===== src/logic/bus_map_pkg.sv =====
////////////////////////////////////////////////////////////
// bus map package
// address map of the fabric, slave select encoding and the
// address and data widths shared by all stages
////////////////////////////////////////////////////////////

package bus_map_pkg;

   ////////////////////////////////////////////////////////////
   // widths

   localparam int ADDR_W    = 32;
   localparam int DATA_W    = 32;

   // word ram size
   localparam int RAM_WORDS = 256;

   ////////////////////////////////////////////////////////////
   // slave regions, base and mask

   localparam logic [ADDR_W-1:0] RAM_BASE   = 32'h2000_0000;
   localparam logic [ADDR_W-1:0] RAM_MASK   = 32'hE000_0000;

   localparam logic [ADDR_W-1:0] TIMER_BASE = 32'h4000_0400;
   localparam logic [ADDR_W-1:0] TIMER_MASK = 32'hFFFF_FFC0; // 16 words

   ////////////////////////////////////////////////////////////
   // slave select

   typedef enum logic [1:0] {
      SLV_RAM   = 2'd0,
      SLV_TIMER = 2'd1,
      SLV_NONE  = 2'd2  // no region hit, answered with error
   } slv_e;

endpackage : bus_map_pkg


===== src/logic/bus_xfer_pkg.sv =====
////////////////////////////////////////////////////////////
// bus transfer package
// opcodes, timer register map and the sizes of the request
// path between decoder, FIFO and executor
////////////////////////////////////////////////////////////

package bus_xfer_pkg;

   // transfer direction
   typedef enum logic {
      OP_READ  = 1'b0,
      OP_WRITE = 1'b1
   } op_e;

   // word offset inside a region, covers the whole ram
   localparam int OFFSET_W   = 8;

   // request FIFO slots, also the decoder credit count
   localparam int FIFO_DEPTH = 4;
   localparam int CREDIT_W   = 3;

   ////////////////////////////////////////////////////////////
   // timer registers, word index inside the timer region

   typedef enum logic [1:0] {
      TMR_COUNT   = 2'd0, // read only
      TMR_COMPARE = 2'd1,
      TMR_STATUS  = 2'd2  // read irq flag, write clears it
   } tmr_reg_e;

endpackage : bus_xfer_pkg


===== src/logic/req_if.sv =====
`timescale 1ns/10ps
////////////////////////////////////////////////////////////
// decoded request link
// one word request per valid pulse, credits flow back
////////////////////////////////////////////////////////////

interface req_if
   import bus_map_pkg::*, bus_xfer_pkg::*;
();

   logic                valid;
   slv_e                sel;
   op_e                 op;
   logic [OFFSET_W-1:0] offset;
   logic [DATA_W-1:0]   wdata;
   logic                credit;  // one pulse per freed slot

   // sending side
   modport src (
      output valid, sel, op, offset, wdata,
      input  credit
   );

   // receiving side
   modport dst (
      input  valid, sel, op, offset, wdata,
      output credit
   );

endinterface : req_if


===== src/logic/req_decoder.sv =====
`timescale 1ns/10ps
////////////////////////////////////////////////////////////
// request decoder
// accepts single word requests from the outside master,
// matches the address against the slave map and registers
// the decoded item towards the request FIFO, one credit each
////////////////////////////////////////////////////////////

module req_decoder
   import bus_map_pkg::*, bus_xfer_pkg::*;
(
   input  logic              hclk_i,
   input  logic              arst_n_i,
   input  logic              req_valid_i,
   input  logic [ADDR_W-1:0] req_addr_i,
   input  logic              req_write_i,
   input  logic [DATA_W-1:0] req_wdata_i,
   output logic              req_ready_o,
   req_if.src                req_out
);

   logic [CREDIT_W-1:0] credit_cnt;
   logic                accept;
   slv_e                sel_d;

   assign req_ready_o = (credit_cnt != '0); // free FIFO slot left
   assign accept      = req_valid_i & req_ready_o;

   ////////////////////////////////////////////////////////////
   // address decode, ram region checked first

   always_comb begin
      if ((req_addr_i & RAM_MASK) == RAM_BASE) begin
         sel_d = SLV_RAM;
      end else if ((req_addr_i & TIMER_MASK) == TIMER_BASE) begin
         sel_d = SLV_TIMER;
      end else begin
         sel_d = SLV_NONE;
      end
   end

   ////////////////////////////////////////////////////////////
   // credits and item valid

   always_ff @(posedge hclk_i or negedge arst_n_i) begin
      if (!arst_n_i) begin
         credit_cnt    <= CREDIT_W'(FIFO_DEPTH);
         req_out.valid <= 1'b0;
      end else begin
         // spend on accept, regain on each returned pulse
         credit_cnt    <= credit_cnt - CREDIT_W'(accept) + CREDIT_W'(req_out.credit);
         req_out.valid <= accept;
      end
   end

   // item fields, captured with the accept
   always_ff @(posedge hclk_i) begin
      if (accept) begin
         req_out.sel    <= sel_d;
         req_out.op     <= req_write_i ? OP_WRITE : OP_READ;
         req_out.offset <= req_addr_i[OFFSET_W+1:2]; // byte to word
         req_out.wdata  <= req_wdata_i;
      end
   end

endmodule : req_decoder


===== src/flat_wrapper.sv =====
// flat-port wrapper written by rule: the top's interface ports become plain ports
module req_decoder_flat import bus_map_pkg::*, bus_xfer_pkg::*;
  (hclk_i, arst_n_i, req_valid_i, req_addr_i, req_write_i, req_wdata_i, req_ready_o, req_out_valid, req_out_sel, req_out_op, req_out_offset, req_out_wdata, req_out_credit);
  req_if req_out_i ();
  input  logic hclk_i;
  input  logic arst_n_i;
  input  logic req_valid_i;
  input  logic [ADDR_W-1:0] req_addr_i;
  input  logic req_write_i;
  input  logic [DATA_W-1:0] req_wdata_i;
  output logic req_ready_o;
  output wire logic [$bits(req_out_i.valid)-1:0] req_out_valid;
  output wire logic [$bits(req_out_i.sel)-1:0] req_out_sel;
  output wire logic [$bits(req_out_i.op)-1:0] req_out_op;
  output wire logic [$bits(req_out_i.offset)-1:0] req_out_offset;
  output wire logic [$bits(req_out_i.wdata)-1:0] req_out_wdata;
  input wire logic [$bits(req_out_i.credit)-1:0] req_out_credit;
  assign req_out_valid = req_out_i.valid;
  assign req_out_sel = req_out_i.sel;
  assign req_out_op = req_out_i.op;
  assign req_out_offset = req_out_i.offset;
  assign req_out_wdata = req_out_i.wdata;
  assign req_out_i.credit = req_out_credit;
  req_decoder u_core (.hclk_i(hclk_i), .arst_n_i(arst_n_i), .req_valid_i(req_valid_i), .req_addr_i(req_addr_i), .req_write_i(req_write_i), .req_wdata_i(req_wdata_i), .req_ready_o(req_ready_o), .req_out(req_out_i));
endmodule

===== config.mk =====
export PLATFORM = sky130hd
export DESIGN_NAME = req_decoder_flat
export DESIGN_NICKNAME = d
export VERILOG_FILES = /design/src/logic/bus_map_pkg.sv /design/src/logic/bus_xfer_pkg.sv /design/src/logic/req_if.sv /design/src/logic/req_decoder.sv /design/src/flat_wrapper.sv
export SDC_FILE = /design/constraint.sdc
export NUM_CORES = 1
export LEC_CHECK = 0
export BUFFER_PORTS_ARGS = -buffer_cell sky130_fd_sc_hd__buf_2
export CORE_MARGIN = 3
export CORE_UTILIZATION = 42
export CTS_CLUSTER_DIAMETER = 120
export CTS_CLUSTER_SIZE = 14
export DETAILED_ROUTE_END_ITERATION = 6
export PLACE_DENSITY = 0.83
export SYNTH_ARGS = -nofsm -noshare
export SYNTH_HDL_FRONTEND = slang
export SYNTH_SLANG_ARGS = --single-unit

===== constraint.sdc =====
create_clock -name hclk_i -period 7.2 [get_ports hclk_i]
set_clock_uncertainty 0.05 [all_clocks]
set_input_delay 0 -clock hclk_i [delete_from_list [all_inputs] [get_ports hclk_i]]
set_output_delay 0 -clock hclk_i [all_outputs]
set_load 0.05 [all_outputs]

==> results of run 1 <==
[power by group through the flow]
stage | Combinational [mW] | Sequential [mW] | Clock, mW
after floorplan | 0.0628 | 0.515 | 0
after global placement | 0.257 | 0.381 | 0
after detailed placement | 0.264 | 0.384 | 0
after CTS | 0.286 | 0.378 | 0.223
after global routing | 0.302 | 0.384 | 0.234
final | 0.286 | 0.380 | 0.220
[final timing paths]
kind / startpoint / end / slack (ns) / cells past startpoint
worst max-delay path: u_core.credit_cnt[1] / u_core.credit_cnt[2] / 4.56 / 9
worst min-delay path: req_addr_i[24] / u_core.req_out.sel[0] / 0.06 / 4
worst max register to register: u_core.credit_cnt[1] / u_core.credit_cnt[2] / 4.56 / 9
worst min register to register: u_core.credit_cnt[1] / u_core.credit_cnt[2] / 0.47 / 1
max in group asynchronous: arst_n_i / u_core.credit_cnt[0] / 6.40 / 3
min in group asynchronous: arst_n_i / u_core.credit_cnt[2] / 0.13 / 2
[area by class of cell]
type	count	area share, %
flip-flops and latches	47	50.34
well taps	46	2.081
multi-input cells	19	5.880
clock buffers	6	2.623
repair buffers	156	36.36
clock inverters	2	2.171
inverters	4	0.5427
[per-stage QoR]
stage / area (um^2) / setup slack [ns] / util (%)
after floorplan: 1570 / 4.646 / -
after global placement: 2183 / 4.704 / 62.95
after detailed placement: 2183 / 4.591 / 62.95
after CTS: 2766 / 4.536 / 79.76
after global routing: 2766 / 4.430 / 79.76
final: 2766 / 4.563 / 79.76
[registers in the layout, summed over array words and instances (netlist names)]
name and cells:
u_core.req_out.sel 2, u_core.credit_cnt 3, u_core.req_out.op 1, u_core.req_out.offset 8, u_core.req_out.wdata 32, u_core.req_out.valid 1
[routing by layer]
layer  track usage, %  part of all wire [%]  up-vias  routed length (um)
li1                 -                     -      596                   -
met1            21.54                    36      608                1654
met2            40.25                    53       83                2418
met3            6.988                    10        5                 470
met4            5.316                  0.76        0                  35
met5                0                     0        -                   0
[cells in the final DEF, fill, tap and decap left out]
| cell type | Yosys | routed |
|---|---|---|
| nor4b_2 | 1 | 1 |
| fa_1 | 1 | 1 |
| bufinv_16 | 0 | 2 |
| nor4_1 | 4 | 4 |
| nand3_1 | 1 | 1 |
| dfrtp_1 | 3 | 3 |
| edfxtp_1 | 43 | 43 |
| clkbuf_1 | 0 | 1 |
| nor2_1 | 3 | 3 |
| nor4b_1 | 1 | 1 |
| clkbuf_8 | 0 | 5 |
| and2_4 | 1 | 1 |
| dlygate4sd3_1 | 0 | 45 |
| nand4_1 | 1 | 1 |
| inv_1 | 4 | 4 |
| or3_4 | 1 | 1 |
| dfstp_2 | 1 | 1 |
| buf_2 | 0 | 111 |
| ha_1 | 2 | 2 |
| a2bb2oi_1 | 1 | 1 |
| xnor2_1 | 2 | 2 |
[worst max-delay path, cell delays in order (launching register included)]
cell,delay [ns]
dfrtp_1,0.43
or3_4,0.40
and2_4,0.33
ha_1,0.36
inv_1,0.05
ha_1,0.12
inv_1,0.05
fa_1,0.39
xnor2_1,0.21
xnor2_1,0.15
[cell families after synthesis]
family | Yosys count | share of synthesized area [%]
AND/OR/NAND/NOR | 13 | 5.816
XOR/XNOR | 2 | 1.116
flip-flops | 47 | 88.69
adder cells (fa/ha/maj) | 3 | 2.868
AO/OA/AOI/OAI | 1 | 0.5579
buffers and inverters | 4 | 0.9559
==> impl_results.md, run 1 <==
- Fillers: 193
- Part of the power in registers: 42.9%
- H-tree Lvls: 2
- Ys flop type: edfxtp_1
- RSZ-0062 raised after global routing: false
- Mean area per synthesized cell: 22.43 um^2
- Final setup vio count: 0
- Fin nets: 305
- First drt pass iteration count: 4
- Reg area: 1393 um^2
- Clock power share: 24.8%
- Footprint of the multi-input gates: 162.7 um^2
- Cell Count, Final, Fillers Out: 280
- Flops & latches, synth: 47
- Worst Hold Class: in2reg
- I/O Buffers: 111
- CTS Buffer Depth: 2
- Vias per cell: 4.614
- Max cap viols: 0
- Routed vias: 1292
- Antenna cells: 0
- Switching Power: 305.4 uW
- Combinational Power Share: 32.3%
- Initial Util: 45.27%
- Crit path time final: 2.637 ns
- Setup repair bufs after CTS: 0
- Worst Path Required: 7.37 ns
- Cts hold-fix bufs: 45
- Remaining antenna violation count: 0
- Share of post-route cells with drive strength above 1: 52.14%
- Area contributors post-synth: edfxtp_1 (82%), dfrtp_1 (4.8%), dfstp_2 (1.7%), ha_1 (1.6%), nor4_1 (1.6%)
- Total wire length: 4578 um
- Power per cell area: 319.9 nW/um^2
- Final Max Slew Viols: 0
- Top-count cell post-synth: edfxtp_1
- Fin. Hold Viols: 0
- Post-route DRC: 0
- Seq/Total Area, Yosys: 88.69%
- Cell at the root of the clock tree: clkbuf_8
- Fmax: 0.3792 GHz
- FFs w/ async S/R, synth: 8.511%
- Worst-path clk slew: 0.08 ns
- Vias in the first global route: 1361
- CTS Sinks: 47
- Area Overhead vs Synth: 76.18%
- Worst slew pin tran: 0.5519 ns
- 1st-iter DRT viols: 104
- Initial antenna violation count: 0
- Pin count of the biggest net entering global routing: 46
- Core Area: 3468 um^2
- Startpoint types: register
- Post-Syn Nets: 142
- # resized after CTS: 0
- Syn Inst Count: 70
- Sw frac: 34.51%
- Yosys top cell by area: edfxtp_1
- Total power: 885.0 uW
- Num ports: 114
- Grt ovf: 0
- Max IR drop VDD: 155.7 uV
- Arrival @ worst endpoint: 2.80 ns
- Outcome: finished, final reports clean
- Yosys warns: 0
- Worst-Skew Late Latency: 0.29 ns
- FP Rows: 21
- Crit Path Class: reg2reg
- Gpl congestion: 0.6739
- Die area: 4508 um^2
- CTS tree: yes
- Hold_ws: 0.05702 ns
- Pleak: 1.213 nW
- Wirelength per Cell: 16.35 um
- GRT Util Overall: 20.95%
- CP Max Fanout: 45
- Post-synth top area share: 82.23%
- Period Utilization, post-route: 36.63%
- Die height: 67.15 um
- DP HPWL: 2826 um
- Setup TNS: 0 ns
- Internal power: 579.6 uW
- Critical Path Sink Type: register
- Synth Cell Area: 1570 um^2
- Netlist cell types: 16
- Inst Count DP: 227
- First-pass GRT wire length: 6617 um
- Die X: 67.15 um
- Total CTS buffers: 5
- Slew headroom: 63.21%
- Synth cell count leaders: edfxtp_1 (43), inv_1 (4), nor4_1 (4)
- Number of flops mapped to enable cells by yosys: 43
(Power assumes the default switching activity.)
==> run 2: changes to the inputs <==
--- a/config.mk
+++ b/config.mk
@@ -7,11 +7,11 @@
 export LEC_CHECK = 0
 export BUFFER_PORTS_ARGS = -buffer_cell sky130_fd_sc_hd__buf_2
 export CORE_MARGIN = 3
-export CORE_UTILIZATION = 42
+export CORE_UTILIZATION = 39
 export CTS_CLUSTER_DIAMETER = 120
 export CTS_CLUSTER_SIZE = 14
 export DETAILED_ROUTE_END_ITERATION = 6
-export PLACE_DENSITY = 0.83
+export PLACE_DENSITY = 0.77
 export SYNTH_ARGS = -nofsm -noshare
 export SYNTH_HDL_FRONTEND = slang
 export SYNTH_SLANG_ARGS = --single-unit
==> constraint.sdc (replaced) <==
create_clock -name hclk_i -period 2.44 [get_ports hclk_i]
set_clock_uncertainty 0.05 [all_clocks]
set_input_delay 0 -clock hclk_i [delete_from_list [all_inputs] [get_ports hclk_i]]
set_output_delay 0 -clock hclk_i [all_outputs]
set_load 0.05 [all_outputs]
==> impl_results.md, run 2 (same netlist as run 1, synthesis figures left out) <==
- Outcome: finished, final reports clean (unchanged)
- Fin. Hold Viols: 0 (unchanged)
- Total CTS buffers: 5 (unchanged)
- DP HPWL: 2745 um (was 2826 um)
- Cell at the root of the clock tree: clkbuf_8 (unchanged)
- FF-to-FF setup slack: 0.27 ns (was 4.56 ns)
- Vias per cell: 4.385 (was 4.614)
- First drt pass iteration count: 4 (unchanged)
- Largest register FFs: 32 (unchanged)
- Inst Count DP: 230 (was 227)
- Num ports: 114 (unchanged)
- Final setup vio count: 0 (unchanged)
- I/O Buffers: 111 (unchanged)
- Worst-path clk slew: 0.08 ns (about the same)
- Slew headroom: 65.80% (was 63.21%)
- Top Registers: u_core.req_out.wdata x32, u_core.req_out.offset x8, u_core.credit_cnt x3 (unchanged)
- 1st-iter DRT viols: 60 (was 104)
- Setup TNS: 0 ns (unchanged)
- Worst path max stage delay: 0.43 ns (about the same)
- CP Max Fanout: 3 (was 45)
- Worst reg2reg path depth: 9 (unchanged)
- Most flops, register: u_core.req_out.wdata (unchanged)
- Pin count of the biggest net entering global routing: 45 (was 46)
- Pleak: 1.194 nW (was 1.213 nW)
- Die X: 69.46 um (was 67.15 um)
- Core Area: 3771 um^2 (was 3468 um^2)
- Power per cell area: 877.9 nW/um^2 (was 319.9 nW/um^2)
- Critical path launch point: u_core.credit_cnt[1] (unchanged)
- Post-route DRC: 0 (unchanged)
- Wirelength per Cell: 14.25 um (was 16.35 um)
- Worst Hold Class: in2reg (unchanged)
- Antenna cells: 0 (unchanged)
- Commonest cells after routing, fill and taps aside: buf_2 (111), dlygate4sd3_1 (45), edfxtp_1 (43) (unchanged)
- Worst-Skew Late Latency: 0.29 ns (about the same)
- Vias in the first global route: 1376 (was 1361)
- CTS tree: yes (unchanged)
- Crit Reg-Reg Startpoint: u_core.credit_cnt[1] (unchanged)
- Reg area: 1393 um^2 (unchanged)
- Worst slew pin tran: 0.5131 ns (was 0.5519 ns)
- Max cap viols: 0 (unchanged)
- FP Rows: 22 (was 21)
- Crit path time final: 2.166 ns (was 2.637 ns)
- # resized after CTS: 0 (unchanged)
- Most common cell after layout, fill and taps aside: buf_2 (unchanged)
- Clock power share: 18.2% (was 24.8%)
- Startpoint types: register (unchanged)
- Hold_ws: 0.04334 ns (was 0.05702 ns)
- Area Overhead vs Synth: 74.98% (was 76.18%)
- Period Utilization, post-route: 88.77% (was 36.63%)
- Fmax: 0.4617 GHz (was 0.3792 GHz)
- Share of post-route cells with drive strength above 1: 53.19% (was 52.14%)
- Initial Util: 41.64% (was 45.27%)
- Gpl congestion: 0.8232 (was 0.6739)
- Initial antenna violation count: 0 (unchanged)
- Footprint of the multi-input gates: 177.7 um^2 (was 162.7 um^2)
- Cell Count, Final, Fillers Out: 283 (was 280)
- Critical Path Sink Type: register (unchanged)
- Fin nets: 306 (was 305)
- First-pass GRT wire length: 6403 um (was 6617 um)
- Cell area after layout: 2748 um^2 (was 2766 um^2)
- PnR worst setup slack: 0.2739 ns (was 4.563 ns)
- Total wire length: 4033 um (was 4578 um)
- Die height: 69.46 um (was 67.15 um)
- Combinational Power Share: 35.6% (was 32.3%)
- Switching Power: 898.7 uW (was 305.4 uW)
- CTS Buffer Depth: 2 (unchanged)
- Sw frac: 37.26% (was 34.51%)
- Crit Path Class: reg2reg (unchanged)
- Part of the power in registers: 46.2% (was 42.9%)
- Worst r2r dst: u_core.credit_cnt[2] (unchanged)
- RSZ-0062 raised after global routing: false (unchanged)
- Pre-CTS setup slack: 0.2815 ns (was 4.591 ns)
- Internal power: 1.513 mW (was 579.6 uW)
- Die area: 4824 um^2 (was 4508 um^2)
- Max IR drop VDD: 463.3 uV (was 155.7 uV)
- Grt ovf: 0 (unchanged)
- H-tree Lvls: 2 (unchanged)
- Arrival @ worst endpoint: 2.33 ns (was 2.80 ns)
- Remaining antenna violation count: 0 (unchanged)
- Worst Path Required: 2.60 ns (was 7.37 ns)
- Post-Place Cell Area: 2208 um^2 (was 2183 um^2)
- CTS Sinks: 47 (unchanged)
- Routed vias: 1241 (was 1292)
- GRT Util Overall: 17.47% (was 20.95%)
- Worst Setup EP: u_core.credit_cnt[2] (unchanged)
- Final Max Slew Viols: 0 (unchanged)
- Fillers: 248 (was 193)
- Critical-path cell list: or3_4, and2_4, ha_4, inv_1, ha_1, inv_1, fa_2, xnor2_1, xnor2_1 (was or3_4, and2_4, ha_1, inv_1, ha_1, inv_1, fa_1, xnor2_1, xnor2_1)
- Worst path slowest cell: dfrtp_1 (unchanged)
run 2: cell count changes in the layout (fill, tap and decap cells not counted), sizes merged:
cell / change
clkinv: +2
buf: +1
clkbuf: -1
bufinv: -2
clkinvlp: +1
run 2: how the worst min path moves through the flow:
| stage | startpoint | endpoint | slack, ns | depth (start not counted) |
|---|---|---|---|---|
| 2_1_floorplan | arst_n_i | u_core.credit_cnt[0] | -0.35 | 0 |
| 3_3_place_gp | arst_n_i | u_core.req_out.valid | -0.25 | 1 |
| 3_5_place_dp | arst_n_i | u_core.req_out.valid | -0.24 | 1 |
| 4_1_cts | req_addr_i[30] | u_core.req_out.sel[1] | 0.03 | 3 |
| 5_1_grt | req_addr_i[30] | u_core.req_out.sel[1] | 0.06 | 3 |
| 6_report | req_addr_i[30] | u_core.req_out.sel[1] | 0.04 | 3 |
run 2: repair_timing:
action	4_1_cts	5_1_grt
hold buffers	45	0
buffers inserted	0	0
endpoints found under the hold margin	47	0
run 2: power by group through the flow:
stage	clock network (mW)	logic (mW)	registers (mW)
2_1_floorplan	0	0.199	1.52
3_3_place_gp	0	0.775	1.13
3_5_place_dp	0	0.806	1.14
4_1_cts	0.452	0.870	1.12
5_1_grt	0.491	0.914	1.13
6_report	0.439	0.859	1.11
run 2: final cells by class:
class / instances / share of cell area, %
clock buffer: 5 / 2.505
multi-input combinational: 19 / 6.466
sequential: 47 / 50.68
clock inverter: 3 / 0.7286
tap: 48 / 2.186
inverter: 4 / 0.5464
timing repair buffer: 157 / 36.89
run 2: layer usage:
| layer | up-vias | global-route usage [%] | routed length, um |
|---|---|---|---|
| li1 | 598 | - | - |
| met1 | 555 | 16.36 | 1259 |
| met2 | 82 | 33.69 | 2277 |
| met3 | 6 | 7.826 | 451 |
| met4 | 0 | 4.555 | 44 |
| met5 | - | 0 | 0 |
run 2: worst max-delay path: cells and delay by family (launching register included):
family        cells  cell delay (ns)
fa+ha+maj         3             0.67
flops             1             0.43
buf+inv           2             0.10
simple gates      2             0.51
xor+xnor          2             0.34
run 2: per-stage QoR:
| step | util, % | power [mW] |
|---|---|---|
| floorplan | - | 1.718 |
| global placement | 58.56 | 1.902 |
| detailed placement | 58.56 | 1.942 |
| CTS | 72.86 | 2.440 |
| global route | 72.86 | 2.538 |
| finish | 72.86 | 2.412 |
==> run 3: changes to the inputs <==
--- a/config.mk
+++ b/config.mk
@@ -11,6 +11,7 @@
 export CTS_CLUSTER_DIAMETER = 120
 export CTS_CLUSTER_SIZE = 14
 export DETAILED_ROUTE_END_ITERATION = 6
+export HOLD_SLACK_MARGIN = 0.05
 export PLACE_DENSITY = 0.77
 export SYNTH_ARGS = -nofsm -noshare
 export SYNTH_HDL_FRONTEND = slang
==> impl_results.md, run 3 (same netlist as run 1, synthesis figures left out) <==
- Outcome: finished, final reports clean (unchanged)
- DP HPWL: 2745 um (unchanged)
- Final Max Slew Viols: 0 (unchanged)
- Wirelength per Cell: 14.13 um (was 14.25 um)
- Vias in the first global route: 1374 (was 1376)
- Initial Util: 41.64% (unchanged)
- Final setup vio count: 0 (unchanged)
- Pleak: 1.196 nW (was 1.194 nW)
- First-pass GRT wire length: 6354 um (was 6403 um)
- Worst Hold Class: in2reg (unchanged)
- Critical Path Sink Type: register (unchanged)
- Total CTS buffers: 5 (unchanged)
- Commonest cells after routing, fill and taps aside: buf_2 (111), dlygate4sd3_1 (46), edfxtp_1 (43) (was buf_2 (111), dlygate4sd3_1 (45), edfxtp_1 (43))
- Worst Path Required: 2.60 ns (about the same)
- Setup TNS: 0 ns (unchanged)
- CP Max Fanout: 3 (unchanged)
- Fin nets: 307 (was 306)
- 1st-iter DRT viols: 62 (was 60)
- Gpl congestion: 0.8232 (unchanged)
- GRT Util Overall: 17.34% (was 17.47%)
- CTS tree: yes (unchanged)
- Total wire length: 4012 um (was 4033 um)
- Worst-Skew Late Latency: 0.29 ns (about the same)
- Share of post-route cells with drive strength above 1: 52.97% (was 53.19%)
- Fmax: 0.4617 GHz (unchanged)
- Most common cell after layout, fill and taps aside: buf_2 (unchanged)
- Largest register FFs: 32 (unchanged)
- First drt pass iteration count: 4 (unchanged)
- Die height: 69.46 um (unchanged)
- Die X: 69.46 um (unchanged)
- Initial antenna violation count: 0 (unchanged)
- Max cap viols: 0 (unchanged)
- Cell at the root of the clock tree: clkbuf_8 (unchanged)
- Die area: 4824 um^2 (unchanged)
- Setup repair bufs after CTS: 0 (unchanged)
- Post-route DRC: 0 (unchanged)
- CTS Buffer Depth: 2 (unchanged)
- Fin. Hold Viols: 0 (unchanged)
- Slew headroom: 65.83% (was 65.80%)
- Antenna cells: 0 (unchanged)
- Period Utilization, post-route: 88.77% (unchanged)
- I/O Buffers: 111 (unchanged)
- Max IR drop VDD: 463.3 uV (about the same)
- Remaining antenna violation count: 0 (unchanged)
- Most flops, register: u_core.req_out.wdata (unchanged)
- Num ports: 114 (unchanged)
- RSZ-0062 raised after global routing: false (unchanged)
- Top Registers: u_core.req_out.wdata x32, u_core.req_out.offset x8, u_core.credit_cnt x3 (unchanged)
- Crit path time final: 2.166 ns (unchanged)
- Routed vias: 1244 (was 1241)
- CTS Sinks: 47 (unchanged)
- Worst slew pin tran: 0.5126 ns (was 0.5131 ns)
- Crit Path Class: reg2reg (unchanged)
- Total power: 2.412 mW (about the same)
- Area Overhead vs Synth: 75.62% (was 74.98%)
- Vias per cell: 4.380 (was 4.385)
- Arrival @ worst endpoint: 2.33 ns (about the same)
- Pin count of the biggest net entering global routing: 45 (unchanged)
- Startpoint types: register (unchanged)
- Worst-path clk slew: 0.08 ns (about the same)
- FP Rows: 22 (unchanged)
- H-tree Lvls: 2 (unchanged)
- Power per cell area: 874.8 nW/um^2 (was 877.9 nW/um^2)
- Core Area: 3771 um^2 (unchanged)
- Grt ovf: 0 (unchanged)
run 3: changes by cell type in the layout (fill, tap and decap cells not counted):
| cell | change |
|---|---|
| dlygate4sd3_1 | +1 |
run 3: worst max-delay path, stage by stage, from the launching register on:
cell and delay, ns:
dfrtp_1 0.43, or3_4 0.35, and2_4 0.16, ha_4 0.20, inv_1 0.05, ha_1 0.13, inv_1 0.05, fa_2 0.34
xnor2_1 0.19, xnor2_1 0.15
run 3: final timing paths:
path / from / to / slack [ns] / cells after the start
setup / recovery: u_core.credit_cnt[1] / u_core.credit_cnt[2] / 0.27 / 9
hold / removal: req_addr_i[24] / u_core.req_out.sel[0] / 0.06 / 4
setup reg to reg: u_core.credit_cnt[1] / u_core.credit_cnt[2] / 0.27 / 9
hold reg to reg: u_core.credit_cnt[1] / u_core.credit_cnt[2] / 0.48 / 1
max in group asynchronous: arst_n_i / u_core.credit_cnt[1] / 1.64 / 3
min in group asynchronous: arst_n_i / u_core.credit_cnt[2] / 0.12 / 2
run 3: cell type report:
class | instances | area (um^2)
Clock buffer | 5 | 68.82
Timing Repair Buffer | 158 | 1023
Inverter | 4 | 15.01
Fill cell | 247 | 1013
Multi-Input combinational cell | 19 | 177.7
Tap cell | 48 | 60.06
Sequential cell | 47 | 1393
Clock inverter | 3 | 20.02
run 3: where the power goes:
part           switching, mW  total (mW)  internal [mW]
combinational          0.609       0.859          0.250
clock                  0.239       0.438          0.199
sequential            0.0497        1.11           1.06
run 3: per-stage QoR:
step	area (um^2)	utilization, %	instances	setup WS [ns]	hold slack, ns
floorplan	1585	-	70	0.01599	-0.3456
global placement	2208	58.56	230	0.3718	-0.2477
detailed placement	2208	58.56	230	0.2815	-0.2419
CTS	2758	73.13	284	0.2500	0.05468
global route	2758	73.13	284	0.1537	0.07281
finish	2758	73.13	284	0.2739	0.06217
run 3: timing repair:
action	CTS	global route
endpoints found under the hold margin	47	0
resized for setup	0	0
hold buffers	46	0
run 3: metal layers:
layer	up-vias	track usage, %	wire length [um]
met2	82	33.26	2262
met5	-	0	0
met1	555	16.26	1250
met4	0	4.555	44
li1	601	-	-
met3	6	7.971	454
